===== src/hw/fetch_config.svh =====
// Memory depth, fetch buffer depth and buffer count width
`ifndef FETCH_CONFIG_SVH
`define FETCH_CONFIG_SVH

// Instruction memory size in 32-bit words
`define FETCH_MEM_WORDS 256

// Entries in the fetch buffer
`define FETCH_BUF_DEPTH 4

// Counter width able to hold 0 .. FETCH_BUF_DEPTH
`define FETCH_CNT_W $clog2(`FETCH_BUF_DEPTH + 1)

`endif


===== src/hw/fetch_pkg.sv =====
// Fetch types: word, half, address, fetch status and prefetcher state
`default_nettype none

package fetch_pkg;

   typedef logic [31:0] word_t;   // Full memory word or RVI instruction
   typedef logic [15:0] half_t;   // One instruction parcel
   typedef logic [31:0] addr_t;   // Byte address

   // Fetch status carried next to the data
   typedef enum logic [2:0] {
      FETCH_VALID  = 3'b000,
      FETCH_BUSERR = 3'b001       // Read beyond the memory end
   } ferr_t;

   // Prefetcher sequencing
   typedef enum logic {
      PF_IDLE = 1'b0,             // Waiting for the first redirect
      PF_RUN  = 1'b1
   } pf_state_t;

endpackage

`default_nettype wire


===== src/hw/fetch_ifs.sv =====
// Memory bus interface and fetch entry interface
`timescale 1ns/10ps
`default_nettype none


interface fetch_entry_if;
   logic             avail;   // Head entry present
   fetch_pkg::word_t word;
   fetch_pkg::ferr_t err;
   logic             lo_inv;  // Low half skipped by a redirect
   logic             pull;    // Head consumed this cycle

   modport source (output avail, word, err, lo_inv, input pull);
   modport sink   (input avail, word, err, lo_inv, output pull);
endinterface

`default_nettype wire


===== src/hw/fetch_buffer.sv =====
// Fetch buffer: FIFO of fetched words with error and low-half-invalid flags
`timescale 1ns/10ps
`default_nettype none
`include "fetch_config.svh"

module fetch_buffer (
   input  wire logic             s_clk_i,
   input  wire logic             rst_i,
   input  wire logic             flush_i,   // Drops all entries
   input  wire logic             push_i,
   input  wire fetch_pkg::word_t word_i,
   input  wire fetch_pkg::ferr_t err_i,
   input  wire logic             lo_inv_i,
   output logic [`FETCH_CNT_W-1:0] count_o,
   fetch_entry_if.source         head
);
   localparam int DEPTH = `FETCH_BUF_DEPTH;
   localparam int PTR_W = (DEPTH > 1) ? $clog2(DEPTH) : 1;

   fetch_pkg::word_t word_q [DEPTH];
   fetch_pkg::ferr_t err_q  [DEPTH];
   logic             inv_q  [DEPTH];
   logic [PTR_W-1:0] wr_ptr_q, rd_ptr_q;
   logic [`FETCH_CNT_W-1:0] count_q;
   logic             do_pull;

   assign do_pull = head.pull & (count_q != '0);

   always_ff @(posedge s_clk_i) begin
      if (rst_i || flush_i) begin
         wr_ptr_q <= '0;
         rd_ptr_q <= '0;
         count_q  <= '0;
      end else begin
         if (push_i) wr_ptr_q <= (wr_ptr_q == PTR_W'(DEPTH-1)) ? '0 : wr_ptr_q + 1'b1;
         if (do_pull) rd_ptr_q <= (rd_ptr_q == PTR_W'(DEPTH-1)) ? '0 : rd_ptr_q + 1'b1;
         count_q <= count_q + `FETCH_CNT_W'(push_i) - `FETCH_CNT_W'(do_pull);
      end
   end

   // Entry storage
   always_ff @(posedge s_clk_i) begin
      if (push_i) begin
         word_q[wr_ptr_q] <= word_i;
         err_q[wr_ptr_q]  <= err_i;
         inv_q[wr_ptr_q]  <= lo_inv_i;
      end
   end

   assign count_o     = count_q;
   assign head.avail  = (count_q != '0);
   assign head.word   = word_q[rd_ptr_q];
   assign head.err    = err_q[rd_ptr_q];
   assign head.lo_inv = inv_q[rd_ptr_q];

   // Prefetcher flow control keeps pushes away from a full buffer
   a_no_push_full : assert property (@(posedge s_clk_i) disable iff (rst_i)
      push_i && !flush_i |-> count_q < `FETCH_CNT_W'(DEPTH));

endmodule

`default_nettype wire


===== src/flat_wrapper.sv =====
// flat-port wrapper written by rule: the top's interface ports become plain ports
module fetch_buffer_flat 
  (s_clk_i, rst_i, flush_i, push_i, word_i, err_i, lo_inv_i, count_o, head_avail, head_word, head_err, head_lo_inv, head_pull);
  fetch_entry_if head_i ();
  input  wire logic s_clk_i;
  input  wire logic rst_i;
  input  wire logic flush_i;
  input  wire logic push_i;
  input  wire fetch_pkg::word_t word_i;
  input  wire fetch_pkg::ferr_t err_i;
  input  wire logic lo_inv_i;
  output logic [`FETCH_CNT_W-1:0] count_o;
  output wire logic [$bits(head_i.avail)-1:0] head_avail;
  output wire logic [$bits(head_i.word)-1:0] head_word;
  output wire logic [$bits(head_i.err)-1:0] head_err;
  output wire logic [$bits(head_i.lo_inv)-1:0] head_lo_inv;
  input wire logic [$bits(head_i.pull)-1:0] head_pull;
  assign head_avail = head_i.avail;
  assign head_word = head_i.word;
  assign head_err = head_i.err;
  assign head_lo_inv = head_i.lo_inv;
  assign head_i.pull = head_pull;
  fetch_buffer u_core (.s_clk_i(s_clk_i), .rst_i(rst_i), .flush_i(flush_i), .push_i(push_i), .word_i(word_i), .err_i(err_i), .lo_inv_i(lo_inv_i), .count_o(count_o), .head(head_i));
endmodule

===== config.mk =====
export PLATFORM = sky130hd
export DESIGN_NAME = fetch_buffer_flat
export DESIGN_NICKNAME = d
export VERILOG_FILES = /design/src/hw/fetch_pkg.sv /design/src/hw/fetch_ifs.sv /design/src/hw/fetch_buffer.sv /design/src/flat_wrapper.sv
export VERILOG_INCLUDE_DIRS = /design/src /design/src/hw
export SDC_FILE = /design/constraint.sdc
export NUM_CORES = 1
export LEC_CHECK = 0
export BUFFER_PORTS_ARGS = -buffer_cell sky130_fd_sc_hd__clkbuf_2
export CAP_MARGIN = 25
export CORE_UTILIZATION = 61
export DETAILED_ROUTE_END_ITERATION = 6
export GPL_ROUTABILITY_DRIVEN = 0
export GPL_TIMING_DRIVEN = 0
export HOLD_SLACK_MARGIN = 0.15
export PLACE_DENSITY = 0.86
export REMOVE_ABC_BUFFERS = 1
export SYNTH_ARGS = -nofsm -noshare
export SYNTH_HDL_FRONTEND = slang
export SYNTH_SLANG_ARGS = --single-unit

===== constraint.sdc =====
create_clock -name s_clk_i -period 3.92 [get_ports s_clk_i]
set_input_delay 0.392 -clock s_clk_i [delete_from_list [all_inputs] [get_ports s_clk_i]]
set_output_delay 0.392 -clock s_clk_i [all_outputs]
set_load 0.02 [all_outputs]

==> impl_metrics.yaml <==
routing:
  ant_nets: 0
  wirelength_um: 10080
  vias_per_cell: 5.656
  drc: 0
  initialDrtViolationCount: 146
  via_count: 2760
  first_pass_iters: 4
  wl_per_cell_um: 20.65
placement:
  dp_cells: 420
  port_buffers: 80
  dp_hpwl_um: 5589
  dp_slack_ps: 1758
global_routing:
  grt_pass1_vias: 2954
  grt_usage_pct: 22.61
  grt_max_degree: 37
  grt_pass1_wl_um: 15440
  antenna_found_initial: 0
  grt_overflow: 0
die:
  die_area_mm2: 0.009788
  rows: 35
  start_util_pct: 62.62
  fp.coreArea_mm2: 0.009153
  fp.dieW_um: 98.94
  ioPinCount: 81
  die_h_um: 98.94
critical_path:
  worstRegToRegCells: 8
  end_kind: "output port"
  worstPathRequired_ps: 3530
  start_kind: "flip-flop"
  crit_arrival_ps: 2260
  setup.worst_path.class: "flip-flop to output port"
  cp_max_fo: 20
pwr:
  power_density_mw_per_mm2: 502.1
  peakVddDrop_mv: 0.3173
  p_leak_nw: 2.553
timing:
  post-route-min-period_ps: 2653
  setup_viol: 0
  rsz0062_at_grt: "no"
  tns_ps: 0
  skew_ps: 7.211
  worst_slew_pin_slew_ps: 615.1
  fmax_mhz: 376.9
  hold_viol_final: 0
  relSlewSlack_pct: 58.99
  drv_slew: 0
  worst_slack_ps: 1267
  finalCritPeriodShare_pct: 67.69
clock_tree:
  cts_buffers: 17
  clock_path_buffers: 2
  cts_sinks: 153
  htreeDepth: 4
  cts_tree: "built"
  clock_latency_ps: 510
  cts.reportedPaths.clkPinSlew_ps: 60
  cts-root-buf: "clkbuf_8"
final_layout:
  fillers: 459
  syn_to_final_growth_pct: 26.00
  antenna_cells: 0
  drive_above_1_share_pct: 40.58
  finalNetCount: 413
  post-route-util_pct: 78.91
  fin_cells: 488
synthesis:
  synthArstFlopShare_pct: 0
  synthDistinctLibCells: 24
  ys_seq_area_share_pct: 78.59
  synth_edf_count: 144
  yosys_warnings: 0
  synthCells: 233
  synth.avg_cell_area_um2: 24.60
  synthesis.area_mm2: 0.005732
  yosysTopAreaCellShare_pct: 75.44
  synth_area_leader_cell: "edfxtp_1"
  synth_common_cells: "edfxtp_1 (144), mux4_2 (30), dfxtp_1 (9), ha_1 (7), mux4_1 (6)"
  synth_most_common_cell: "edfxtp_1"
  netlist_top_cells_area: "edfxtp_1 (75%), mux4_2 (12%), dfxtp_1 (3.1%)"
  ys.flop_type: "edfxtp_1"
  ys_seq_elements: 153
hold_path:
  whs_path_depth: 2
  worstHoldPathType: "primary input to flip-flop"
job:
  cap_violations: 0
run_status:
  status: "completed"
[layout by cell type, fill, tap and decap left out, drive strengths merged]
| master | n |
|---|---|
| buf | 6 |
| a211oi | 1 |
| nor3 | 3 |
| o31a | 1 |
| fa | 1 |
| clkbuf | 103 |
| nor3b | 4 |
| dfxtp | 9 |
| mux2i | 1 |
| dlygate4sd3 | 36 |
| ha | 7 |
| clkinv | 7 |
| or3b | 1 |
| nor4 | 1 |
| edfxtp | 144 |
| mux4 | 36 |
| inv | 7 |
| nand2b | 1 |
| mux2 | 2 |
| xnor3 | 1 |
| and2 | 4 |
| or3 | 1 |
[path summary, 6_finish.rpt]
check | start | to | slack [ps]
hold reg to reg | u_core.wr_ptr_q[1] | u_core.wr_ptr_q[1] | 600
hold / removal | rst_i | u_core.count_o[2] | 200
setup / recovery | flip-flop | head_word[6] | 1270
setup reg to reg | u_core.count_o[1] | u_core.count_o[2] | 1970
[layout make-up]
type | count | area, um^2 | share of cell area [%]
tap | 111 | 138.9 | 1.923
multi-input combinational | 65 | 1115 | 15.44
clock buffer | 23 | 500.5 | 6.930
inverter | 5 | 18.77 | 0.2599
clock inverter | 9 | 61.31 | 0.8489
sequential | 153 | 4507 | 62.40
timing repair buffer | 122 | 880.8 | 12.20
[layer usage]
layer	vias up	share of wire, %	global-route usage (%)
li1	1250	-	-
met1	1399	40	27.12
met2	96	54	39.64
met3	15	4.5	5.319
met4	0	1.7	9.414
met5	-	0	0
[state kept, by name, summed over array words and instances (netlist names), named ones only]
signal           flops
u_core.inv_q         4
u_core.word_q      128
u_core.wr_ptr_q      2
u_core.err_q        12
u_core.count_o       3
u_core.rd_ptr_q      2
[critical path: stages (launching register included)]
cell and delay, ps:
dfxtp_2 720, buf_12 290, mux4_2 550, clkbuf_2 180
[repair_timing]
item,CTS,global route
hold endpoints to repair,144,0
buffers inserted,0,0
hold buffers,36,0
gates resized for setup,0,0
[cell families after synthesis]
kind of cell	count (synthesis)	synth area share, %
AOI/OAI and AO/OA	2	0.2839
xor gates and xnor gates	1	0.3929
adders and majority gates	8	1.877
buffers and inverters	15	2.052
DFF	153	78.59
muxes	39	15.11
and+or+nand+nor	15	1.703
[power by group]
part           total [mW]  switching (mW)  internal (mW)
clock network        1.50           0.606          0.893
logic               0.276           0.144          0.132
registers            1.85          0.0196           1.83
total                3.63           0.770           2.86
[stage by stage]
stage                     hold WS (ps)  total power [mW]  area [um^2]
final                            200.0             3.626         7222
after global placement           512.9             2.116         6172
after detailed placement         566.6             2.131         6300
after global routing             201.6             3.743         7222
after CTS                        180.8             3.651         7222
after floorplan                  464.8             2.029         5633
Power figures use the tool's default switching activity.
