`src/hw/fetch_config.svh`:
```
// Memory depth, fetch buffer depth and buffer count width
`ifndef FETCH_CONFIG_SVH
`define FETCH_CONFIG_SVH

// Instruction memory size in 32-bit words
`define FETCH_MEM_WORDS 256

// Entries in the fetch buffer
`define FETCH_BUF_DEPTH 4

// Counter width able to hold 0 .. FETCH_BUF_DEPTH
`define FETCH_CNT_W $clog2(`FETCH_BUF_DEPTH + 1)

`endif

```
`src/hw/fetch_pkg.sv`:
```
// Fetch types: word, half, address, fetch status and prefetcher state
`default_nettype none

package fetch_pkg;

   typedef logic [31:0] word_t;   // Full memory word or RVI instruction
   typedef logic [15:0] half_t;   // One instruction parcel
   typedef logic [31:0] addr_t;   // Byte address

   // Fetch status carried next to the data
   typedef enum logic [2:0] {
      FETCH_VALID  = 3'b000,
      FETCH_BUSERR = 3'b001       // Read beyond the memory end
   } ferr_t;

   // Prefetcher sequencing
   typedef enum logic {
      PF_IDLE = 1'b0,             // Waiting for the first redirect
      PF_RUN  = 1'b1
   } pf_state_t;

endpackage

`default_nettype wire

```
`src/hw/fetch_ifs.sv`:
```
// Memory bus interface and fetch entry interface
`timescale 1ns/10ps
`default_nettype none

interface mem_bus_if;
   logic             req;     // Request level
   logic             we;
   fetch_pkg::addr_t addr;
   fetch_pkg::word_t wdata;
   logic             gnt;     // Same cycle as req
   logic             rvalid;  // One cycle after a granted read
   fetch_pkg::word_t rdata;
   fetch_pkg::ferr_t err;

   modport requester (output req, we, addr, wdata, input gnt, rvalid, rdata, err);
   modport arbiter   (input req, we, addr, wdata, output gnt, rvalid, rdata, err);
   modport memory    (input req, we, addr, wdata, output gnt, rvalid, rdata, err);
endinterface


`default_nettype wire

```
`src/hw/imem_arbiter.sv`:
```
// Fixed-priority arbiter sharing the memory port between loader and prefetcher
`timescale 1ns/10ps
`default_nettype none

module imem_arbiter (
   input wire logic             s_clk_i,
   input wire logic             rst_i,
   input wire logic             load_we_i,     // Loader write has top priority
   input wire fetch_pkg::addr_t load_addr_i,
   input wire fetch_pkg::word_t load_wdata_i,
   mem_bus_if.arbiter           pf,            // Prefetcher side
   mem_bus_if.requester         mem            // Memory side
);
   logic pf_pend_q;  // Read in flight belongs to the prefetcher

   // Loader wins and the prefetcher gets the port in idle cycles
   always_comb begin
      if (load_we_i) begin
         mem.req   = 1'b1;
         mem.we    = 1'b1;
         mem.addr  = load_addr_i;
         mem.wdata = load_wdata_i;
      end else begin
         mem.req   = pf.req;
         mem.we    = pf.we;
         mem.addr  = pf.addr;
         mem.wdata = pf.wdata;
      end
   end

   assign pf.gnt = pf.req & ~load_we_i & mem.gnt;   // Held off during loader write

   // Responses only go back for granted prefetcher reads
   always_ff @(posedge s_clk_i) begin
      if (rst_i) begin
         pf_pend_q <= 1'b0;
      end else begin
         pf_pend_q <= pf.gnt & ~pf.we;
      end
   end

   assign pf.rvalid = mem.rvalid & pf_pend_q;
   assign pf.rdata  = mem.rdata;
   assign pf.err    = mem.err;

   // Prefetcher owns the port exactly in cycles without a loader write
   a_loader_priority : assert property (@(posedge s_clk_i) disable iff (rst_i)
      pf.req |-> pf.gnt != load_we_i);

endmodule

`default_nettype wire

```
`src/flat_wrapper.sv`:
```
// flat-port wrapper written by rule: the top's interface ports become plain ports
module imem_arbiter_flat 
  (s_clk_i, rst_i, load_we_i, load_addr_i, load_wdata_i, pf_req, pf_we, pf_addr, pf_wdata, pf_gnt, pf_rvalid, pf_rdata, pf_err, mem_req, mem_we, mem_addr, mem_wdata, mem_gnt, mem_rvalid, mem_rdata, mem_err);
  mem_bus_if pf_i ();
  mem_bus_if mem_i ();
  input wire logic s_clk_i;
  input wire logic rst_i;
  input wire logic load_we_i;
  input wire fetch_pkg::addr_t load_addr_i;
  input wire fetch_pkg::word_t load_wdata_i;
  input wire logic [$bits(pf_i.req)-1:0] pf_req;
  input wire logic [$bits(pf_i.we)-1:0] pf_we;
  input wire logic [$bits(pf_i.addr)-1:0] pf_addr;
  input wire logic [$bits(pf_i.wdata)-1:0] pf_wdata;
  output wire logic [$bits(pf_i.gnt)-1:0] pf_gnt;
  output wire logic [$bits(pf_i.rvalid)-1:0] pf_rvalid;
  output wire logic [$bits(pf_i.rdata)-1:0] pf_rdata;
  output wire logic [$bits(pf_i.err)-1:0] pf_err;
  output wire logic [$bits(mem_i.req)-1:0] mem_req;
  output wire logic [$bits(mem_i.we)-1:0] mem_we;
  output wire logic [$bits(mem_i.addr)-1:0] mem_addr;
  output wire logic [$bits(mem_i.wdata)-1:0] mem_wdata;
  input wire logic [$bits(mem_i.gnt)-1:0] mem_gnt;
  input wire logic [$bits(mem_i.rvalid)-1:0] mem_rvalid;
  input wire logic [$bits(mem_i.rdata)-1:0] mem_rdata;
  input wire logic [$bits(mem_i.err)-1:0] mem_err;
  assign pf_i.req = pf_req;
  assign pf_i.we = pf_we;
  assign pf_i.addr = pf_addr;
  assign pf_i.wdata = pf_wdata;
  assign pf_gnt = pf_i.gnt;
  assign pf_rvalid = pf_i.rvalid;
  assign pf_rdata = pf_i.rdata;
  assign pf_err = pf_i.err;
  assign mem_req = mem_i.req;
  assign mem_we = mem_i.we;
  assign mem_addr = mem_i.addr;
  assign mem_wdata = mem_i.wdata;
  assign mem_i.gnt = mem_gnt;
  assign mem_i.rvalid = mem_rvalid;
  assign mem_i.rdata = mem_rdata;
  assign mem_i.err = mem_err;
  imem_arbiter u_core (.s_clk_i(s_clk_i), .rst_i(rst_i), .load_we_i(load_we_i), .load_addr_i(load_addr_i), .load_wdata_i(load_wdata_i), .pf(pf_i), .mem(mem_i));
endmodule
```
`config.mk`:
```
export PLATFORM = sky130hd
export DESIGN_NAME = imem_arbiter_flat
export DESIGN_NICKNAME = d
export VERILOG_FILES = /design/src/hw/fetch_config.svh /design/src/hw/fetch_pkg.sv /design/src/hw/fetch_ifs.sv /design/src/hw/imem_arbiter.sv /design/src/flat_wrapper.sv
export SDC_FILE = /design/constraint.sdc
export NUM_CORES = 1
export LEC_CHECK = 0
export CAP_MARGIN = 30
export CORE_AREA = 2 2 105 107
export DETAILED_ROUTE_END_ITERATION = 10
export DIE_AREA = 0 0 107 109
export DONT_BUFFER_PORTS = 1
export HOLD_SLACK_MARGIN = 0.06
export SETUP_SLACK_MARGIN = 0.3
export SLEW_MARGIN = 0
export SYNTH_ARGS = -nofsm -noshare
export SYNTH_HDL_FRONTEND = slang
export SYNTH_SLANG_ARGS = --single-unit
```
`constraint.sdc`:
```
create_clock -name s_clk_i -period 1.5 [get_ports s_clk_i]
set_clock_uncertainty 0.2 [all_clocks]
set_input_delay 0.3 -clock s_clk_i [delete_from_list [all_inputs] [get_ports s_clk_i]]
set_output_delay 0.3 -clock s_clk_i [all_outputs]
set_load 0.02 [all_outputs]
```
==> flow_metrics.tcl <==
set metrics [dict create \
    die_x_um 107 \
    hold_path.class "primary input to flop" \
    synth_fp_nets 284 \
    fin_nets 243 \
    synthMuxAreaShare 0.669 \
    peakVddDrop_mv 0.0923 \
    setup_viol 0 \
    pwr-share-comb 0.936 \
    io_pins 273 \
    ys_warn_count 0 \
    track_usage 0.0653 \
    synth_adder_area_share 0 \
    synth_compound_area_frac 0 \
    crit_fanout 68 \
    powerDensity_nw_per_um2 413 \
    row_count 38 \
    cp_cell_sequence "mux2_2" \
    leakagePower_nw 0.372 \
    finalCritPeriodShare 0.806 \
    ant_nets 0 \
    core-area_um2 10600 \
    syn_area_um2 1170 \
    synth_xor_xnor_area_share 0 \
    remaining_drc_errors 0 \
    worst_pin_slew_ns 0.240 \
    cp_num_buf_inv 0 \
    hold_viol_final 0 \
    overflow 0 \
    fin_ws_ns 0.292 \
    status "complete, no violations" \
    die_y_um 109 \
    avgSynthCellArea_um2 10.2 \
    grt_max_degree 69 \
    diodes 0 \
    num_vias 750 \
    crit_path_end_kind "output pin" \
    cp_data_arrival_time_ns 0.71 \
    critical_path_class "primary input to output pin" \
    synthCells 114 \
    largest_reg_flops 1 \
    switching_share 0.550 \
    gp_congestion 0.704 \
    clkTransAtPathRegs_ns 0 \
    ys_types 11 \
    slew_violations 0 \
    p_int_w 0.000195 \
    via_per_inst 3.55 \
    fin_crit_ns 1.21 \
    cp.required_ns 1.00 \
    synth_seq_cells 1 \
    postCtsSetupRepairBufs 0 \
    relSlewSlack 0.840 \
    grt_pass1_vias 721 \
    slowest_stage "mux2_2" \
    io_buffers 0 \
    initial_core_util 0.110 \
    reg_top3 "u_core.pf_pend_q (1)" \
    cp_slowest_stage_delay_ns 0.39 \
    synth-simple-area-share 0.0332 \
    seq_area_frac_synth 0.0171 \
    grt_pass1_wl_um 5300 \
    power.total_w 0.000433 \
    p_sw_w 0.000238 \
    die_area_um2 11700 \
    wl_per_cell_um 21.8 \
    max_freq_mhz 828 \
    drt-total-wl_um 4590 \
    fin_setup_tns_ns 0 \
    top_register "u_core.pf_pend_q" \
    drt_iter0_drc 14 \
    syn_to_final_growth_pct -10.2 \
    drt_first_pass_iters 2 \
    critPathLaunchType "primary input" \
    drive_above_1_share 0.958 \
    rsz0062_at_grt "yes" \
    cap_violations 0 \
    synth_top_family_by_area "multiplexers" \
    grt_antenna_before_repair 1 \
    power_frac_seq 0.064 \
    cpLargestDelayFamily "multiplexers" \
    preCtsSetupSlack_ns 0.289 \
    clockPowerShare 0 \
]
[path summary, 6_finish.rpt]
| kind | depth (start not counted) | from | to | slack, ns |
|---|---|---|---|---|
| min | 1 | pf_we | u_core.pf_pend_q | 0.18 |
| max | 1 | load_we_i | mem_wdata[1] | 0.29 |
[layer usage]
metal,wire (µm),vias to the layer above,track usage
li1,-,279,-
met1,1490,318,0.0700
met2,2370,151,0.126
met3,716,2,0.0293
met4,14,0,0
met5,0,-,0
[cell type report]
class	instances	area (µm²)
well taps	140	175
fillers	1215	9550
flip-flops and latches	1	20.0
multi-input cells	70	853
[Yosys cell counts]
library cell  instances  area share
nand2_1               1      0.0032
or2_2                 2       0.011
mux2_2               48        0.46
nor4_2                1       0.011
mux2_4               16        0.21
buf_6                 4       0.039
nor2_1                1      0.0032
dfxtp_1               1       0.017
buf_2                 4       0.017
buf_4                35        0.23
and2_1                1      0.0054
[logic make-up after synthesis]
| logic type | count (synthesis) |
|---|---|
| muxes | 64 |
| DFF | 1 |
| buffers and inverters | 43 |
| and+or+nand+nor | 6 |
[what timing repair did]
| item | CTS | global route |
|---|---|---|
| gates resized for setup | 4 | 3 |
| cloned | 0 | 0 |
| hold buffers | 0 | 0 |
| endpoints found under the hold margin | 0 | 0 |
| endpoints found under the setup margin | 4 | 3 |
[placed cells by master, fill, tap and decap left out, drive strengths merged]
master and n:
and2 1, dfxtp 1, mux2 64, nand2 1, nor2 1, nor4 1
or2 2
[power groups by stage]
| stage | sequential, W | clock (W) | combinational (W) |
|---|---|---|---|
| 2_1_floorplan | 0.0000276 | 0 | 0.000556 |
| 3_3_place_gp | 0.0000277 | 0 | 0.000402 |
| 3_5_place_dp | 0.0000277 | 0 | 0.000401 |
| 4_1_cts | 0.0000277 | 0 | 0.000406 |
| 5_1_grt | 0.0000277 | 0 | 0.000422 |
| 6_report | 0.0000277 | 0 | 0.000405 |
[metrics by stage]
stage / cells / cell area, µm² / hold WS (ns) / utilization
3_3_place_gp: 211 / 1020 / 0.175 / 0.0964
6_report: 211 / 1050 / 0.177 / 0.0989
4_1_cts: 211 / 1040 / 0.180 / 0.0978
2_1_floorplan: 114 / 1190 / 0.172 / -
5_1_grt: 211 / 1050 / 0.180 / 0.0989
3_5_place_dp: 211 / 1020 / 0.178 / 0.0964
No activity file was read; power rests on OpenSTA's default activity.
