===== config.mk =====
export PLATFORM = sky130hd
export DESIGN_NAME = prefetcher_flat
export DESIGN_NICKNAME = d
export VERILOG_FILES = /design/src/hw/fetch_pkg.sv /design/src/hw/fetch_ifs.sv /design/src/hw/prefetcher.sv /design/src/flat_wrapper.sv
export VERILOG_INCLUDE_DIRS = /design/src /design/src/hw
export SDC_FILE = /design/constraint.sdc
export NUM_CORES = 1
export LEC_CHECK = 0
export BUFFER_PORTS_ARGS = -buffer_cell sky130_fd_sc_hd__buf_4
export CELL_PAD_IN_SITES_DETAIL_PLACEMENT = 0
export CELL_PAD_IN_SITES_GLOBAL_PLACEMENT = 1
export CORE_MARGIN = 2
export CORE_UTILIZATION = 32
export CTS_CLUSTER_DIAMETER = 60
export DETAILED_ROUTE_END_ITERATION = 10
export GPL_ROUTABILITY_DRIVEN = 0
export PLACE_DENSITY = 0.87
export REMOVE_ABC_BUFFERS = 1
export SLEW_MARGIN = 10
export SYNTH_ARGS = -nofsm -noshare
export SYNTH_HDL_FRONTEND = slang
export SYNTH_SLANG_ARGS = --single-unit
export TNS_END_PERCENT = 20

===== constraint.sdc =====
create_clock -name s_clk_i -period 5 [get_ports s_clk_i]
set_clock_uncertainty 0.15 [all_clocks]
set_input_delay 0.25 -clock s_clk_i [delete_from_list [all_inputs] [get_ports s_clk_i]]
set_output_delay 0.25 -clock s_clk_i [all_outputs]
set_load 0.005 [all_outputs]

===== src/hw/fetch_config.svh =====
// Memory depth, fetch buffer depth and buffer count width
`ifndef FETCH_CONFIG_SVH
`define FETCH_CONFIG_SVH

// Instruction memory size in 32-bit words
`define FETCH_MEM_WORDS 256

// Entries in the fetch buffer
`define FETCH_BUF_DEPTH 4

// Counter width able to hold 0 .. FETCH_BUF_DEPTH
`define FETCH_CNT_W $clog2(`FETCH_BUF_DEPTH + 1)

`endif


===== src/hw/fetch_pkg.sv =====
// Fetch types: word, half, address, fetch status and prefetcher state
`default_nettype none

package fetch_pkg;

   typedef logic [31:0] word_t;   // Full memory word or RVI instruction
   typedef logic [15:0] half_t;   // One instruction parcel
   typedef logic [31:0] addr_t;   // Byte address

   // Fetch status carried next to the data
   typedef enum logic [2:0] {
      FETCH_VALID  = 3'b000,
      FETCH_BUSERR = 3'b001       // Read beyond the memory end
   } ferr_t;

   // Prefetcher sequencing
   typedef enum logic {
      PF_IDLE = 1'b0,             // Waiting for the first redirect
      PF_RUN  = 1'b1
   } pf_state_t;

endpackage

`default_nettype wire


===== src/hw/fetch_ifs.sv =====
// Memory bus interface and fetch entry interface
`timescale 1ns/10ps
`default_nettype none

interface mem_bus_if;
   logic             req;     // Request level
   logic             we;
   fetch_pkg::addr_t addr;
   fetch_pkg::word_t wdata;
   logic             gnt;     // Same cycle as req
   logic             rvalid;  // One cycle after a granted read
   fetch_pkg::word_t rdata;
   fetch_pkg::ferr_t err;

   modport requester (output req, we, addr, wdata, input gnt, rvalid, rdata, err);
   modport arbiter   (input req, we, addr, wdata, output gnt, rvalid, rdata, err);
   modport memory    (input req, we, addr, wdata, output gnt, rvalid, rdata, err);
endinterface


`default_nettype wire


===== src/hw/prefetcher.sv =====
// Prefetcher: word address sequencer filling the fetch buffer, with redirect
`timescale 1ns/10ps
`default_nettype none
`include "fetch_config.svh"

module prefetcher (
   input  wire logic               s_clk_i,
   input  wire logic               rst_i,
   input  wire logic               flush_i,     // Redirect to pc_i
   input  wire fetch_pkg::addr_t   pc_i,
   input  wire logic [`FETCH_CNT_W-1:0] count_i, // Buffer occupancy
   mem_bus_if.requester            bus,
   output logic                    push_o,
   output fetch_pkg::word_t        word_o,
   output fetch_pkg::ferr_t        err_o,
   output logic                    lo_inv_o
);
   localparam int CW = `FETCH_CNT_W;

   fetch_pkg::pf_state_t state_q;
   fetch_pkg::addr_t     addr_q;    // Next word address to read
   logic [CW-1:0]        outst_q;   // Granted reads not yet returned
   logic                 lo_inv_q;  // First word after redirect skips its low half
   logic [CW:0]          used;

   // Buffer entries plus reads in flight must fit the buffer
   assign used = {1'b0, count_i} + {1'b0, outst_q};

   assign bus.req   = (state_q == fetch_pkg::PF_RUN) & ~flush_i &
                      (used < (CW+1)'(`FETCH_BUF_DEPTH));
   assign bus.we    = 1'b0;                  // Read only
   assign bus.addr  = addr_q;
   assign bus.wdata = '0;

   assign push_o   = bus.rvalid & ~flush_i;  // Response at a flush is from the old stream
   assign word_o   = bus.rdata;
   assign err_o    = bus.err;
   assign lo_inv_o = lo_inv_q;

   always_ff @(posedge s_clk_i) begin
      if (rst_i) begin
         state_q  <= fetch_pkg::PF_IDLE;
         outst_q  <= '0;
         lo_inv_q <= 1'b0;
      end else begin
         outst_q <= outst_q + CW'(bus.gnt) - CW'(bus.rvalid);
         case (state_q)
            fetch_pkg::PF_IDLE: if (flush_i) state_q <= fetch_pkg::PF_RUN;
            default:            state_q <= fetch_pkg::PF_RUN;
         endcase
         if (flush_i) begin
            lo_inv_q <= pc_i[1];            // Redirect onto an upper half
         end else if (push_o) begin
            lo_inv_q <= 1'b0;               // Only the first word
         end
      end
   end

   // Word address loads on each redirect and steps on each grant
   always_ff @(posedge s_clk_i) begin
      if (flush_i) begin
         addr_q <= {pc_i[31:2], 2'b00};
      end else if (bus.gnt) begin
         addr_q <= addr_q + 32'd4;
      end
   end

endmodule

`default_nettype wire


===== src/flat_wrapper.sv =====
// flat-port wrapper written by rule: the top's interface ports become plain ports
module prefetcher_flat 
  (s_clk_i, rst_i, flush_i, pc_i, count_i, push_o, word_o, err_o, lo_inv_o, bus_req, bus_we, bus_addr, bus_wdata, bus_gnt, bus_rvalid, bus_rdata, bus_err);
  mem_bus_if bus_i ();
  input  wire logic s_clk_i;
  input  wire logic rst_i;
  input  wire logic flush_i;
  input  wire fetch_pkg::addr_t pc_i;
  input  wire logic [`FETCH_CNT_W-1:0] count_i;
  output logic push_o;
  output fetch_pkg::word_t word_o;
  output fetch_pkg::ferr_t err_o;
  output logic lo_inv_o;
  output wire logic [$bits(bus_i.req)-1:0] bus_req;
  output wire logic [$bits(bus_i.we)-1:0] bus_we;
  output wire logic [$bits(bus_i.addr)-1:0] bus_addr;
  output wire logic [$bits(bus_i.wdata)-1:0] bus_wdata;
  input wire logic [$bits(bus_i.gnt)-1:0] bus_gnt;
  input wire logic [$bits(bus_i.rvalid)-1:0] bus_rvalid;
  input wire logic [$bits(bus_i.rdata)-1:0] bus_rdata;
  input wire logic [$bits(bus_i.err)-1:0] bus_err;
  assign bus_req = bus_i.req;
  assign bus_we = bus_i.we;
  assign bus_addr = bus_i.addr;
  assign bus_wdata = bus_i.wdata;
  assign bus_i.gnt = bus_gnt;
  assign bus_i.rvalid = bus_rvalid;
  assign bus_i.rdata = bus_rdata;
  assign bus_i.err = bus_err;
  prefetcher u_core (.s_clk_i(s_clk_i), .rst_i(rst_i), .flush_i(flush_i), .pc_i(pc_i), .count_i(count_i), .bus(bus_i), .push_o(push_o), .word_o(word_o), .err_o(err_o), .lo_inv_o(lo_inv_o));
endmodule

==> impl_metrics.csv <==
group,metric,value,unit
min_path,hold_start,"rst_i",
setup_path,timing.rr.start,"u_core.bus.addr[2]$_DFFE_PP_",
cts,path_clk_slew,70,ps
setup_path,critPathRequiredTime,4600,ps
drt,finalWirelength,7.82,mm
yosys,synthDistinctLibCells,44,
setup_path,worstSetupStartpoint,"u_core.outst_q[2]$_SDFF_PP0_",
placement,place_hpwl,5.89,mm
drt,wl_per_cell,17.7,µm
setup_path,cp-end-kind,"primary output",
timing,max_freq,0.421,GHz
timing,relSlewSlack,47.8,%
global_route,grt.overflow.total,0,
power_and_ir_drop,p_per_area,267,nW/µm²
floorplanning,die_area,9430,µm²
cts,htree_num_levels,2,
yosys,yosysTopAreaCellShare,32.5,%
flow_run,cap_violations,0,
yosys,synthFlopType,"edfxtp_1",
setup_path,crit_slowest_cell,"or4b_2",
yosys,synth_largest_area_cell,"edfxtp_1",
yosys,async_reset_ff_share,0,%
setup_path,slowest_delay,630,ps
cts,cts_sinks,35,
drt,ant_nets,0,
yosys,synth_warnings,0,
finish,layout.nets,418,
drt,vias,2219,
setup_path,worstPathCellList,"ha_1 -> or4b_2 -> a311oi_1 -> buf_4",
timing,hold_ws,10.5,ps
power_and_ir_drop,power,0.000827,W
timing,rsz0062_at_grt,"false",
setup_path,worstSetupStartpointType,"flip-flop",
drt,viasPerCell,5.01,
power_and_ir_drop,ir_drop,0.000111,V
floorplanning,die_h,97.1,µm
yosys,synth_area,2780,µm²
placement,dpl_cell_area,3000,µm²
finish,finalInstanceArea,3100,µm²
yosys,synth-seq-cells,35,
timing,min_period_over_period,47.5,%
setup_path,crit_path_max_fanout,2,
setup_path,worstSetupPathType,"reg2out",
global_route,grt.total_usage,16.0,%
floorplanning,core,8300,µm²
drt,drt_iter0_markers,97,
setup_path,cp_num_buf_inv,1,
yosys,synth_area_leaders,"edfxtp_1 32%, buf_4 19%, nand2_1 4.5%, dfxtp_1 3.6%, nand4_1 3.4%",
global_route,grt_first_pass_wirelength,11.7,mm
floorplanning,fp-row-count,33,
global_route,antenna_found_initial,0,
yosys,synth_cells,305,
floorplanning,pin_count,178,
finish,nFillCells,857,
global_route,grt_pass1_vias,2062,
status,status,"finished clean",
min_path,min_path_type,"in2reg",
timing,min_period,2380,ps
power_and_ir_drop,p_leak,1.29,nW
cts,post_cts_buffers,0,
setup_path,cpLargestDelayFamily,"simple AND/OR/NAND/NOR gates",
finish,areaGrowthSynthToFinish,11.7,%
cts,clk_latency,290,ps
yosys,synth_common_cells,"71 x buf_4, 33 x nand2_1, 30 x edfxtp_1, 19 x nor2_1",
drt,drc,0,
timing,finalMaxSlewViolations,0,
cts,numCtsBuffers,5,
setup_path,worstPathArrival,1980,ps
timing,worst_pin_slew,783,ps
floorplanning,die_x,97.1,µm
cts,cts_resized,0,
placement,port_buffers,71,
timing,tns,0,ps
yosys,synth_seq_area_share,36.1,%
yosys,yosys.cell_count.top_type,"buf_4",
cts,root_buffer,"clkbuf_8",
drt,firstDrtPassIters,4,
yosys,synth_edf_count,30,
cts,postCtsHoldBufs,0,
cts,cts_tree,"done",
cts,cts.path.max_buffers,2,
timing,setup_viol,0,
yosys,synth_area_per_cell,9.10,µm²
global_route,grt_max_degree,64,
finish,num_antenna_cells,0,
finish,drive_above_1_share,26.0,%
timing,hold_violations,0,
floorplanning,start_util,33.4,%
==> routing by layer <==
layer	routed length, µm	share of wire [%]	GRT usage, %
met1	3440	44	21.8
met3	1200	15	11.2
met2	3100	40	20.5
met5	47	0.60	3.85
met4	39	0.50	2.93
==> metrics by stage <==
| stage | instances | utilization, % | worst slack [ps] |
|---|---|---|---|
| 3_5_place_dp | 435 | 36.2 | 2660 |
| 5_1_grt | 443 | 37.4 | 2510 |
| 2_1_floorplan | 259 | - | 2960 |
| 4_1_cts | 443 | 37.4 | 2600 |
| 6_report | 443 | 37.4 | 2620 |
| 3_3_place_gp | 435 | 36.2 | 2710 |
==> kinds of logic after synthesis <==
group           Yosys count  share of synthesized area, %
compound gates           38                          9.47
xor+xnor                 15                          4.73
fa+ha+maj                 6                          2.98
buf+inv                  92                          22.0
flops                    35                          36.1
mux                       1                         0.406
other cells               1                         0.135
simple gates            117                          24.2
==> layout make-up <==
| cell class | count | area, µm² | share of cell area (%) |
|---|---|---|---|
| multi-input combinational | 212 | 1290 | 41.6 |
| sequential | 35 | 1000 | 32.3 |
| clock buffer | 8 | 100 | 3.23 |
| inverter | 12 | 45.0 | 1.45 |
| timing repair buffer | 71 | 533 | 17.2 |
| tap | 105 | 131 | 4.24 |
==> sequential cells by signal, summed over array words and instances, names as in the netlist <==
name             count
u_core.state_q       1
u_core.bus.addr     30
u_core.outst_q       3
u_core.lo_inv_o      1
==> final timing paths <==
kind / depth (start not counted) / slack, ps / endpoint
hold reg to reg: 2 / 310 / u_core.state_q$_SDFF_PP0_
setup / recovery: 4 / 2620 / bus_req
setup reg to reg: 5 / 2640 / u_core.bus.addr[20]$_DFFE_PP_
hold / removal: 2 / 10 / u_core.outst_q[2]$_SDFF_PP0_
==> worst reg2reg max path, stage by stage (launching register included) <==
cell      delay, ps
edfxtp_1        420
ha_1            270
nand4_1         260
nor4_4          560
or4b_1          480
nand3_1          90
==> cell usage in the layout (no fill, tap or decap), drive strengths merged, types with 2 or more instances in the layout <==
| master | netlist | layout |
|---|---|---|
| nor2b | 3 | 3 |
| dfxtp | 5 | 5 |
| edfxtp | 30 | 30 |
| o21ai | 14 | 14 |
| and4 | 2 | 2 |
| o311ai | 4 | 4 |
| nand4 | 17 | 17 |
| xor2 | 8 | 8 |
| inv | 12 | 12 |
| nand3b | 2 | 2 |
| o31ai | 3 | 3 |
| nor3 | 2 | 2 |
| or3 | 2 | 2 |
| nand2 | 33 | 33 |
| nor4 | 4 | 4 |
| or4b | 2 | 2 |
| clkbuf | 9 | 8 |
| ha | 5 | 5 |
| a21oi | 3 | 3 |
| buf | 71 | 71 |
| conb | 1 | 35 |
| nor2 | 19 | 19 |
| or4 | 4 | 4 |
| a31oi | 3 | 3 |
| or2 | 3 | 3 |
| a221o | 3 | 3 |
| a311oi | 3 | 3 |
| and3 | 6 | 6 |
| nand3 | 16 | 16 |
| xnor2 | 7 | 7 |
| a211o | 2 | 2 |
==> power by group <==
group	internal (W)	total [W]	switching [W]
Combinational	0.0000990	0.000184	0.0000850
Clock	0.000126	0.000235	0.000109
Sequential	0.000360	0.000408	0.0000480
Total	0.000585	0.000827	0.000242
Note: power is estimated with default switching activity, not from simulation.
