==> src/hw/fetch_config.svh <==
// Memory depth, fetch buffer depth and buffer count width
`ifndef FETCH_CONFIG_SVH
`define FETCH_CONFIG_SVH

// Instruction memory size in 32-bit words
`define FETCH_MEM_WORDS 256

// Entries in the fetch buffer
`define FETCH_BUF_DEPTH 4

// Counter width able to hold 0 .. FETCH_BUF_DEPTH
`define FETCH_CNT_W $clog2(`FETCH_BUF_DEPTH + 1)

`endif

==> src/hw/fetch_pkg.sv <==
// Fetch types: word, half, address, fetch status and prefetcher state
`default_nettype none

package fetch_pkg;

   typedef logic [31:0] word_t;   // Full memory word or RVI instruction
   typedef logic [15:0] half_t;   // One instruction parcel
   typedef logic [31:0] addr_t;   // Byte address

   // Fetch status carried next to the data
   typedef enum logic [2:0] {
      FETCH_VALID  = 3'b000,
      FETCH_BUSERR = 3'b001       // Read beyond the memory end
   } ferr_t;

   // Prefetcher sequencing
   typedef enum logic {
      PF_IDLE = 1'b0,             // Waiting for the first redirect
      PF_RUN  = 1'b1
   } pf_state_t;

endpackage

`default_nettype wire

==> src/hw/fetch_ifs.sv <==
// Memory bus interface and fetch entry interface
`timescale 1ns/10ps
`default_nettype none


interface fetch_entry_if;
   logic             avail;   // Head entry present
   fetch_pkg::word_t word;
   fetch_pkg::ferr_t err;
   logic             lo_inv;  // Low half skipped by a redirect
   logic             pull;    // Head consumed this cycle

   modport source (output avail, word, err, lo_inv, input pull);
   modport sink   (input avail, word, err, lo_inv, output pull);
endinterface

`default_nettype wire

==> src/hw/aligner.sv <==
// Aligner: extracts RVC and RVI instructions from fetch entries via a saved half
`timescale 1ns/10ps
`default_nettype none

module aligner (
   input  wire logic        s_clk_i,
   input  wire logic        rst_i,
   input  wire logic        flush_i,   // Drop saved half
   input  wire logic        stall_i,   // Back-pressure from decode
   fetch_entry_if.sink      head,
   output fetch_pkg::word_t instr_o,
   output logic             nop_o,
   output fetch_pkg::ferr_t ferr_o
);
   fetch_pkg::half_t sv_half_q;  // Saved parcel
   fetch_pkg::ferr_t sv_err_q;
   logic             sv_valid_q;

   logic             lp_rvc, hp_rvc, sv_rvc;
   logic             take;       // Whole head entry used
   logic             sv_set;     // Upper half of head goes to saved reg
   logic             sv_clr;
   fetch_pkg::word_t instr;
   logic             nop;
   fetch_pkg::ferr_t ferr;

   assign lp_rvc = head.word[1:0] != 2'b11;     // Length from low bits
   assign hp_rvc = head.word[17:16] != 2'b11;
   assign sv_rvc = sv_half_q[1:0] != 2'b11;

   always_comb begin
      instr  = head.word;
      nop    = 1'b1;
      ferr   = fetch_pkg::FETCH_VALID;
      take   = 1'b0;
      sv_set = 1'b0;
      sv_clr = 1'b0;
      if (sv_valid_q) begin
         if (sv_rvc) begin
            // Saved RVC goes out and the head stays
            instr  = {16'h0000, sv_half_q};
            nop    = 1'b0;
            ferr   = sv_err_q;
            sv_clr = 1'b1;
         end else if (head.avail) begin
            // Low half of head completes a straddling RVI
            instr  = {head.word[15:0], sv_half_q};
            nop    = 1'b0;
            ferr   = (head.err != fetch_pkg::FETCH_VALID) ? head.err : sv_err_q;
            take   = 1'b1;
            sv_set = 1'b1;                        // Upper half still pending
         end
      end else if (head.avail) begin
         take = 1'b1;
         if (head.lo_inv) begin
            // Redirect landed on the upper half
            instr = {16'h0000, head.word[31:16]};
            if (hp_rvc) begin
               nop  = 1'b0;
               ferr = head.err;
            end else begin
               sv_set = 1'b1;                     // First half of RVI only
            end
         end else if (lp_rvc) begin
            instr  = {16'h0000, head.word[15:0]};
            nop    = 1'b0;
            ferr   = head.err;
            sv_set = 1'b1;
         end else begin
            nop  = 1'b0;                          // Aligned RVI
            ferr = head.err;
         end
      end
   end

   assign head.pull = take & ~stall_i & ~flush_i;
   assign instr_o   = instr;
   assign nop_o     = nop | flush_i;                          // Old stream is dead
   assign ferr_o    = flush_i ? fetch_pkg::FETCH_VALID : ferr;

   always_ff @(posedge s_clk_i) begin
      if (rst_i || flush_i) begin
         sv_valid_q <= 1'b0;
      end else if (!stall_i) begin
         if (sv_set) sv_valid_q <= 1'b1;
         else if (sv_clr) sv_valid_q <= 1'b0;
      end
   end

   // Saved parcel and its status
   always_ff @(posedge s_clk_i) begin
      if (!stall_i && sv_set) begin
         sv_half_q <= head.word[31:16];
         sv_err_q  <= head.err;
      end
   end

   // Stall keeps the buffer head in place for the next cycle
   a_stall_hold : assert property (@(posedge s_clk_i) disable iff (rst_i)
      stall_i && !flush_i && head.avail |=>
         head.avail && $stable({head.word, head.err, head.lo_inv}));

endmodule

`default_nettype wire

==> src/flat_wrapper.sv <==
// flat-port wrapper written by rule: the top's interface ports become plain ports
module aligner_flat 
  (s_clk_i, rst_i, flush_i, stall_i, instr_o, nop_o, ferr_o, head_avail, head_word, head_err, head_lo_inv, head_pull);
  fetch_entry_if head_i ();
  input  wire logic s_clk_i;
  input  wire logic rst_i;
  input  wire logic flush_i;
  input  wire logic stall_i;
  output fetch_pkg::word_t instr_o;
  output logic nop_o;
  output fetch_pkg::ferr_t ferr_o;
  input wire logic [$bits(head_i.avail)-1:0] head_avail;
  input wire logic [$bits(head_i.word)-1:0] head_word;
  input wire logic [$bits(head_i.err)-1:0] head_err;
  input wire logic [$bits(head_i.lo_inv)-1:0] head_lo_inv;
  output wire logic [$bits(head_i.pull)-1:0] head_pull;
  assign head_i.avail = head_avail;
  assign head_i.word = head_word;
  assign head_i.err = head_err;
  assign head_i.lo_inv = head_lo_inv;
  assign head_pull = head_i.pull;
  aligner u_core (.s_clk_i(s_clk_i), .rst_i(rst_i), .flush_i(flush_i), .stall_i(stall_i), .head(head_i), .instr_o(instr_o), .nop_o(nop_o), .ferr_o(ferr_o));
endmodule
==> config.mk <==
export PLATFORM = sky130hd
export DESIGN_NAME = aligner_flat
export DESIGN_NICKNAME = d
export VERILOG_FILES = /design/src/hw/fetch_config.svh /design/src/hw/fetch_pkg.sv /design/src/hw/fetch_ifs.sv /design/src/hw/aligner.sv /design/src/flat_wrapper.sv
export SDC_FILE = /design/constraint.sdc
export NUM_CORES = 1
export LEC_CHECK = 0
export BUFFER_PORTS_ARGS = -buffer_cell sky130_fd_sc_hd__buf_2
export CORE_UTILIZATION = 45
export DETAILED_ROUTE_END_ITERATION = 8
export GPL_TIMING_DRIVEN = 0
export PLACE_DENSITY = 0.84
export SLEW_MARGIN = 20
export SYNTH_ARGS = -nofsm -noshare
export SYNTH_HDL_FRONTEND = slang
export SYNTH_SLANG_ARGS = --single-unit
==> constraint.sdc <==
create_clock -name s_clk_i -period 4.15 [get_ports s_clk_i]
set_clock_uncertainty 0.15 [all_clocks]
set_input_delay 0.6225 -clock s_clk_i [delete_from_list [all_inputs] [get_ports s_clk_i]]
set_output_delay 0.6225 -clock s_clk_i [all_outputs]
set_load 0.01 [all_outputs]
==> report_table.html <==
<table>
<tr><th>Metric</th><th>Value</th></tr>
<tr><th colspan="2">Worst setup path</th></tr>
<tr><td>Worst Path Required</td><td>3.38 ns</td></tr>
<tr><td>Critical path depth</td><td>7</td></tr>
<tr><td>Worst path buffer plus inverter count</td><td>4</td></tr>
<tr><td>Cell type group with the largest total delay on the critical path</td><td>buffers and inverters</td></tr>
<tr><td>Critical-path maximum fanout</td><td>10</td></tr>
<tr><td>Worst-path cell chain</td><td>buf_2 -&gt; buf_2 -&gt; nand2_1 -&gt; buf_2 -&gt; a211oi_1 -&gt; a31oi_1 -&gt; buf_2</td></tr>
<tr><td>Most frequent cell on the critical path</td><td>sky130_fd_sc_hd__buf_2</td></tr>
<tr><td>Crit-path max cell delay</td><td>0.26 ns</td></tr>
<tr><td>Nature of the critical path startpoint</td><td>input pin</td></tr>
<tr><td>Cells on worst reg2reg path</td><td>4</td></tr>
<tr><td>WS Path Type</td><td>input pin to primary output</td></tr>
<tr><td>Slowest CP cell</td><td>sky130_fd_sc_hd__a211oi_1</td></tr>
<tr><td>Worst setup EP type</td><td>primary output</td></tr>
<tr><td>Crit path arrival time</td><td>1.90 ns</td></tr>
<tr><th colspan="2">Clock tree</th></tr>
<tr><td>Count of hold buffers inserted by post-cts repair</td><td>0</td></tr>
<tr><td>Setup repair bufs after CTS</td><td>0</td></tr>
<tr><td>Buffer cell driving the clock tree root</td><td>sky130_fd_sc_hd__clkbuf_4</td></tr>
<tr><td>TritonCTS clock tree</td><td>built</td></tr>
<tr><td>Insertion delay to the later sink of the worst-skew pair</td><td>0.29 ns</td></tr>
<tr><td>Count of instances resized after the clock tree is built</td><td>0</td></tr>
<tr><td>H-tree levels</td><td>1</td></tr>
<tr><td>TritonCTS buffer count</td><td>3</td></tr>
<tr><td>Clock Sink Count</td><td>20</td></tr>
<tr><td>Buffers from clock root to sink, at most</td><td>2</td></tr>
<tr><td>Clock transition time at the flip-flop clock pins of the worst setup and hold paths</td><td>0.11 ns</td></tr>
<tr><th colspan="2">Power and ir drop</th></tr>
<tr><td>Power density relative to cell area</td><td>237 nW/um2</td></tr>
<tr><td>Clock power frac</td><td>20.1%</td></tr>
<tr><td>Comb power frac</td><td>31.0%</td></tr>
<tr><td>Cell-internal power</td><td>0.000332 W</td></tr>
<tr><td>Leakage Power</td><td>0.961 nW</td></tr>
<tr><td>Switching power share of the total</td><td>30.3%</td></tr>
<tr><td>Sw Pwr</td><td>0.000144 W</td></tr>
<tr><td>Worst vdd rail ir drop</td><td>0.000160 V</td></tr>
<tr><td>Flop pwr share</td><td>48.8%</td></tr>
<tr><th colspan="2">Logic synthesis</th></tr>
<tr><td>Sequential area share after synthesis</td><td>38.8%</td></tr>
<tr><td>Count of state elements after synthesis</td><td>20</td></tr>
<tr><td>Netlist area before placement</td><td>1520 um2</td></tr>
<tr><td>Number of enable-type register cells in the synthesized netlist</td><td>19</td></tr>
<tr><td>Total nets after synthesis</td><td>211</td></tr>
<tr><td>Mean post-synth cell area</td><td>8.94 um2</td></tr>
<tr><td>Distinct cell type count after synthesis</td><td>35</td></tr>
<tr><td>Mapped Cells</td><td>170</td></tr>
<tr><td>Asr flop ratio synth</td><td>0%</td></tr>
<tr><td>Commonest register cell after synthesis</td><td>sky130_fd_sc_hd__edfxtp_1</td></tr>
<tr><td>Synth warnings</td><td>0</td></tr>
<tr><th colspan="2">GRT</th></tr>
<tr><td>GRT Util Overall</td><td>25.1%</td></tr>
<tr><td>Number of global-route vias before repair</td><td>1422</td></tr>
<tr><td>GRT Residual Overflow</td><td>0</td></tr>
<tr><td>Number of antenna violations at the first check in global routing</td><td>0</td></tr>
<tr><td>Global-route wire length before repair</td><td>6.75 mm</td></tr>
<tr><td>Maximum number of pins on one net before global-route repair</td><td>12</td></tr>
<tr><th colspan="2">Timing</th></tr>
<tr><td>Hold_ws</td><td>0.325 ns</td></tr>
<tr><td>Ratio of final minimum period to clock period</td><td>64.4%</td></tr>
<tr><td>Final-report max-slew violation count</td><td>0</td></tr>
<tr><td>Least-Margin Pin Slew</td><td>0.630 ns</td></tr>
<tr><td>Tightest slew margin relative to the limit</td><td>58.0%</td></tr>
<tr><td>Maximum operating frequency</td><td>374 MHz</td></tr>
<tr><td>Unrepaired setup endpoints after global routing</td><td>false</td></tr>
<tr><td>Total negative slack for setup checks</td><td>0 ns</td></tr>
<tr><td>Final count of hold timing violations</td><td>0</td></tr>
<tr><td>Finish-stage setup viols</td><td>0</td></tr>
<tr><td>Minimum period implied by the final worst setup slack</td><td>2.67 ns</td></tr>
<tr><th colspan="2">Die</th></tr>
<tr><td>Effective utilization at floorplan</td><td>48.6%</td></tr>
<tr><td>Die area</td><td>3610 um2</td></tr>
<tr><td>Top-level I/O count</td><td>78</td></tr>
<tr><td>CORE AREA</td><td>3130 um2</td></tr>
<tr><td>Site row count</td><td>20</td></tr>
<tr><td>Chip Width</td><td>60.1 um</td></tr>
<tr><td>Die Y-Extent</td><td>60.1 um</td></tr>
<tr><th colspan="2">Cells and area</th></tr>
<tr><td>Leading cell types in the layout, fill and taps excluded</td><td>85 x sky130_fd_sc_hd__buf_2, 37 x sky130_fd_sc_hd__nand2_1, 19 x sky130_fd_sc_hd__edfxtp_1</td></tr>
<tr><td>Final #Nets</td><td>294</td></tr>
<tr><td>Count of inserted antenna diode cells</td><td>0</td></tr>
<tr><td>Share of post-route cells with drive strength above 1</td><td>39.7%</td></tr>
<tr><td>Commonest non-fill, non-tap cell in the layout</td><td>sky130_fd_sc_hd__buf_2</td></tr>
<tr><td>Synth-to-layout area growth</td><td>32.3%</td></tr>
<tr><td>Post-route standard cell area excluding fillers</td><td>2010 um2</td></tr>
<tr><td>Finished Core Util</td><td>64.3%</td></tr>
<tr><th colspan="2">Routing</th></tr>
<tr><td>1st-iter DRT viols</td><td>90</td></tr>
<tr><td>Number of nets with antenna violations after routing</td><td>0</td></tr>
<tr><td>Wire per inst</td><td>14.9 um</td></tr>
<tr><td>Number of DRC violations after detailed routing</td><td>0</td></tr>
<tr><td>Routed WL</td><td>4.41 mm</td></tr>
<tr><td>Initial DRT Pass Iterations</td><td>5</td></tr>
<tr><td>Number of vias in the routed layout</td><td>1720</td></tr>
<tr><td>Avg Vias per Cell</td><td>5.81</td></tr>
<tr><th colspan="2">Hold path</th></tr>
<tr><td>Worst Hold Path Cells</td><td>2</td></tr>
<tr><td>Class of the tightest hold or removal check</td><td>input pin to register</td></tr>
<tr><th colspan="2">Job</th></tr>
<tr><td>Number of maximum-capacitance constraint violations</td><td>0</td></tr>
<tr><th colspan="2">Status</th></tr>
<tr><td>Status</td><td>finished clean</td></tr>
<tr><th colspan="2">Place</th></tr>
<tr><td>Routability-driven placement congestion ratio</td><td>0.828</td></tr>
<tr><td>Port Buffers</td><td>77</td></tr>
<tr><td>Dpl cell area</td><td>1980 um2</td></tr>
<tr><td>Detailed placer's ending HPWL</td><td>3.32 mm</td></tr>
</table>
[path summary, 6_finish.rpt]
check / startpoint / to / slack (ns)
worst min register to register: u_core.sv_valid_q / u_core.sv_valid_q / 0.60
worst max register to register: u_core.sv_valid_q / u_core.sv_half_q[11] / 2.15
worst min-delay path: rst_i / u_core.sv_valid_q / 0.32
worst max-delay path: head_lo_inv / instr_o[12] / 1.48
[cell families (layout without fill, tap and decap cells)]
| group | Yosys count | after routing | share of synthesized area (%) |
|---|---|---|---|
| AO/OA/AOI/OAI | 63 | 63 | 31.9 |
| flip-flops | 20 | 20 | 38.8 |
| buffers and inverters | 20 | 102 | 7.08 |
| AND/OR/NAND/NOR | 65 | 65 | 20.9 |
| multiplexers | 2 | 2 | 1.32 |
[synth_stat cells, types with 3 or more instances]
| cell type | number | area share [%] |
|---|---|---|
| sky130_fd_sc_hd__nand2_1 | 37 | 9.1 |
| sky130_fd_sc_hd__buf_2 | 8 | 2.6 |
| sky130_fd_sc_hd__nor3b_1 | 3 | 1.5 |
| sky130_fd_sc_hd__a211oi_1 | 15 | 7.4 |
| sky130_fd_sc_hd__inv_1 | 5 | 1.2 |
| sky130_fd_sc_hd__o21ai_0 | 4 | 1.3 |
| sky130_fd_sc_hd__a31oi_1 | 15 | 6.2 |
| sky130_fd_sc_hd__clkbuf_1 | 3 | 0.74 |
| sky130_fd_sc_hd__a22o_1 | 15 | 8.6 |
| sky130_fd_sc_hd__and3_1 | 15 | 6.2 |
| sky130_fd_sc_hd__edfxtp_1 | 19 | 38 |
[power groups by stage]
stage                     Sequential (W)  Combinational [W]  Clock [W]
after CTS                       0.000233           0.000148  0.0000976
final                           0.000233           0.000148  0.0000960
after global placement          0.000238           0.000142          0
after detailed placement        0.000237           0.000147          0
after global routing            0.000234           0.000161   0.000103
after floorplan                 0.000237          0.0000768          0
[routing by layer]
| layer | vias up | share of wire, % | wire length, um | global-route usage [%] |
|---|---|---|---|---|
| met4 | 0 | 0.45 | 20 | 7.64 |
| met5 | - | 0 | 0 | 0 |
| li1 | 830 | - | - | - |
| met2 | 93 | 48 | 2120 | 41.8 |
| met1 | 795 | 44 | 1930 | 34.2 |
| met3 | 2 | 7.6 | 334 | 2.60 |
[layout make-up]
class	instances	area, um2
Sequential cell	20	591
Clock buffer	4	26.3
Inverter	5	18.8
Multi-Input combinational cell	130	835
Tap cell	44	55.1
Timing Repair Buffer	78	397
Fill cell	283	1120
Buffer	15	88.8
[flip-flops by register name, summed over array words and instances, names as in the netlist]
signal / cells
u_core.sv_valid_q: 1
u_core.sv_half_q: 16
u_core.sv_err_q: 3
[per-stage QoR]
step                worst slack, ns  power [W]  instances
floorplan                      1.03   0.000313        170
global placement             0.0633   0.000380        291
detailed placement             1.51   0.000385        292
CTS                            1.51   0.000478        296
global route                   1.38   0.000498        296
finish                         1.48   0.000477        296
Note: power is estimated with default switching activity, not from simulation.
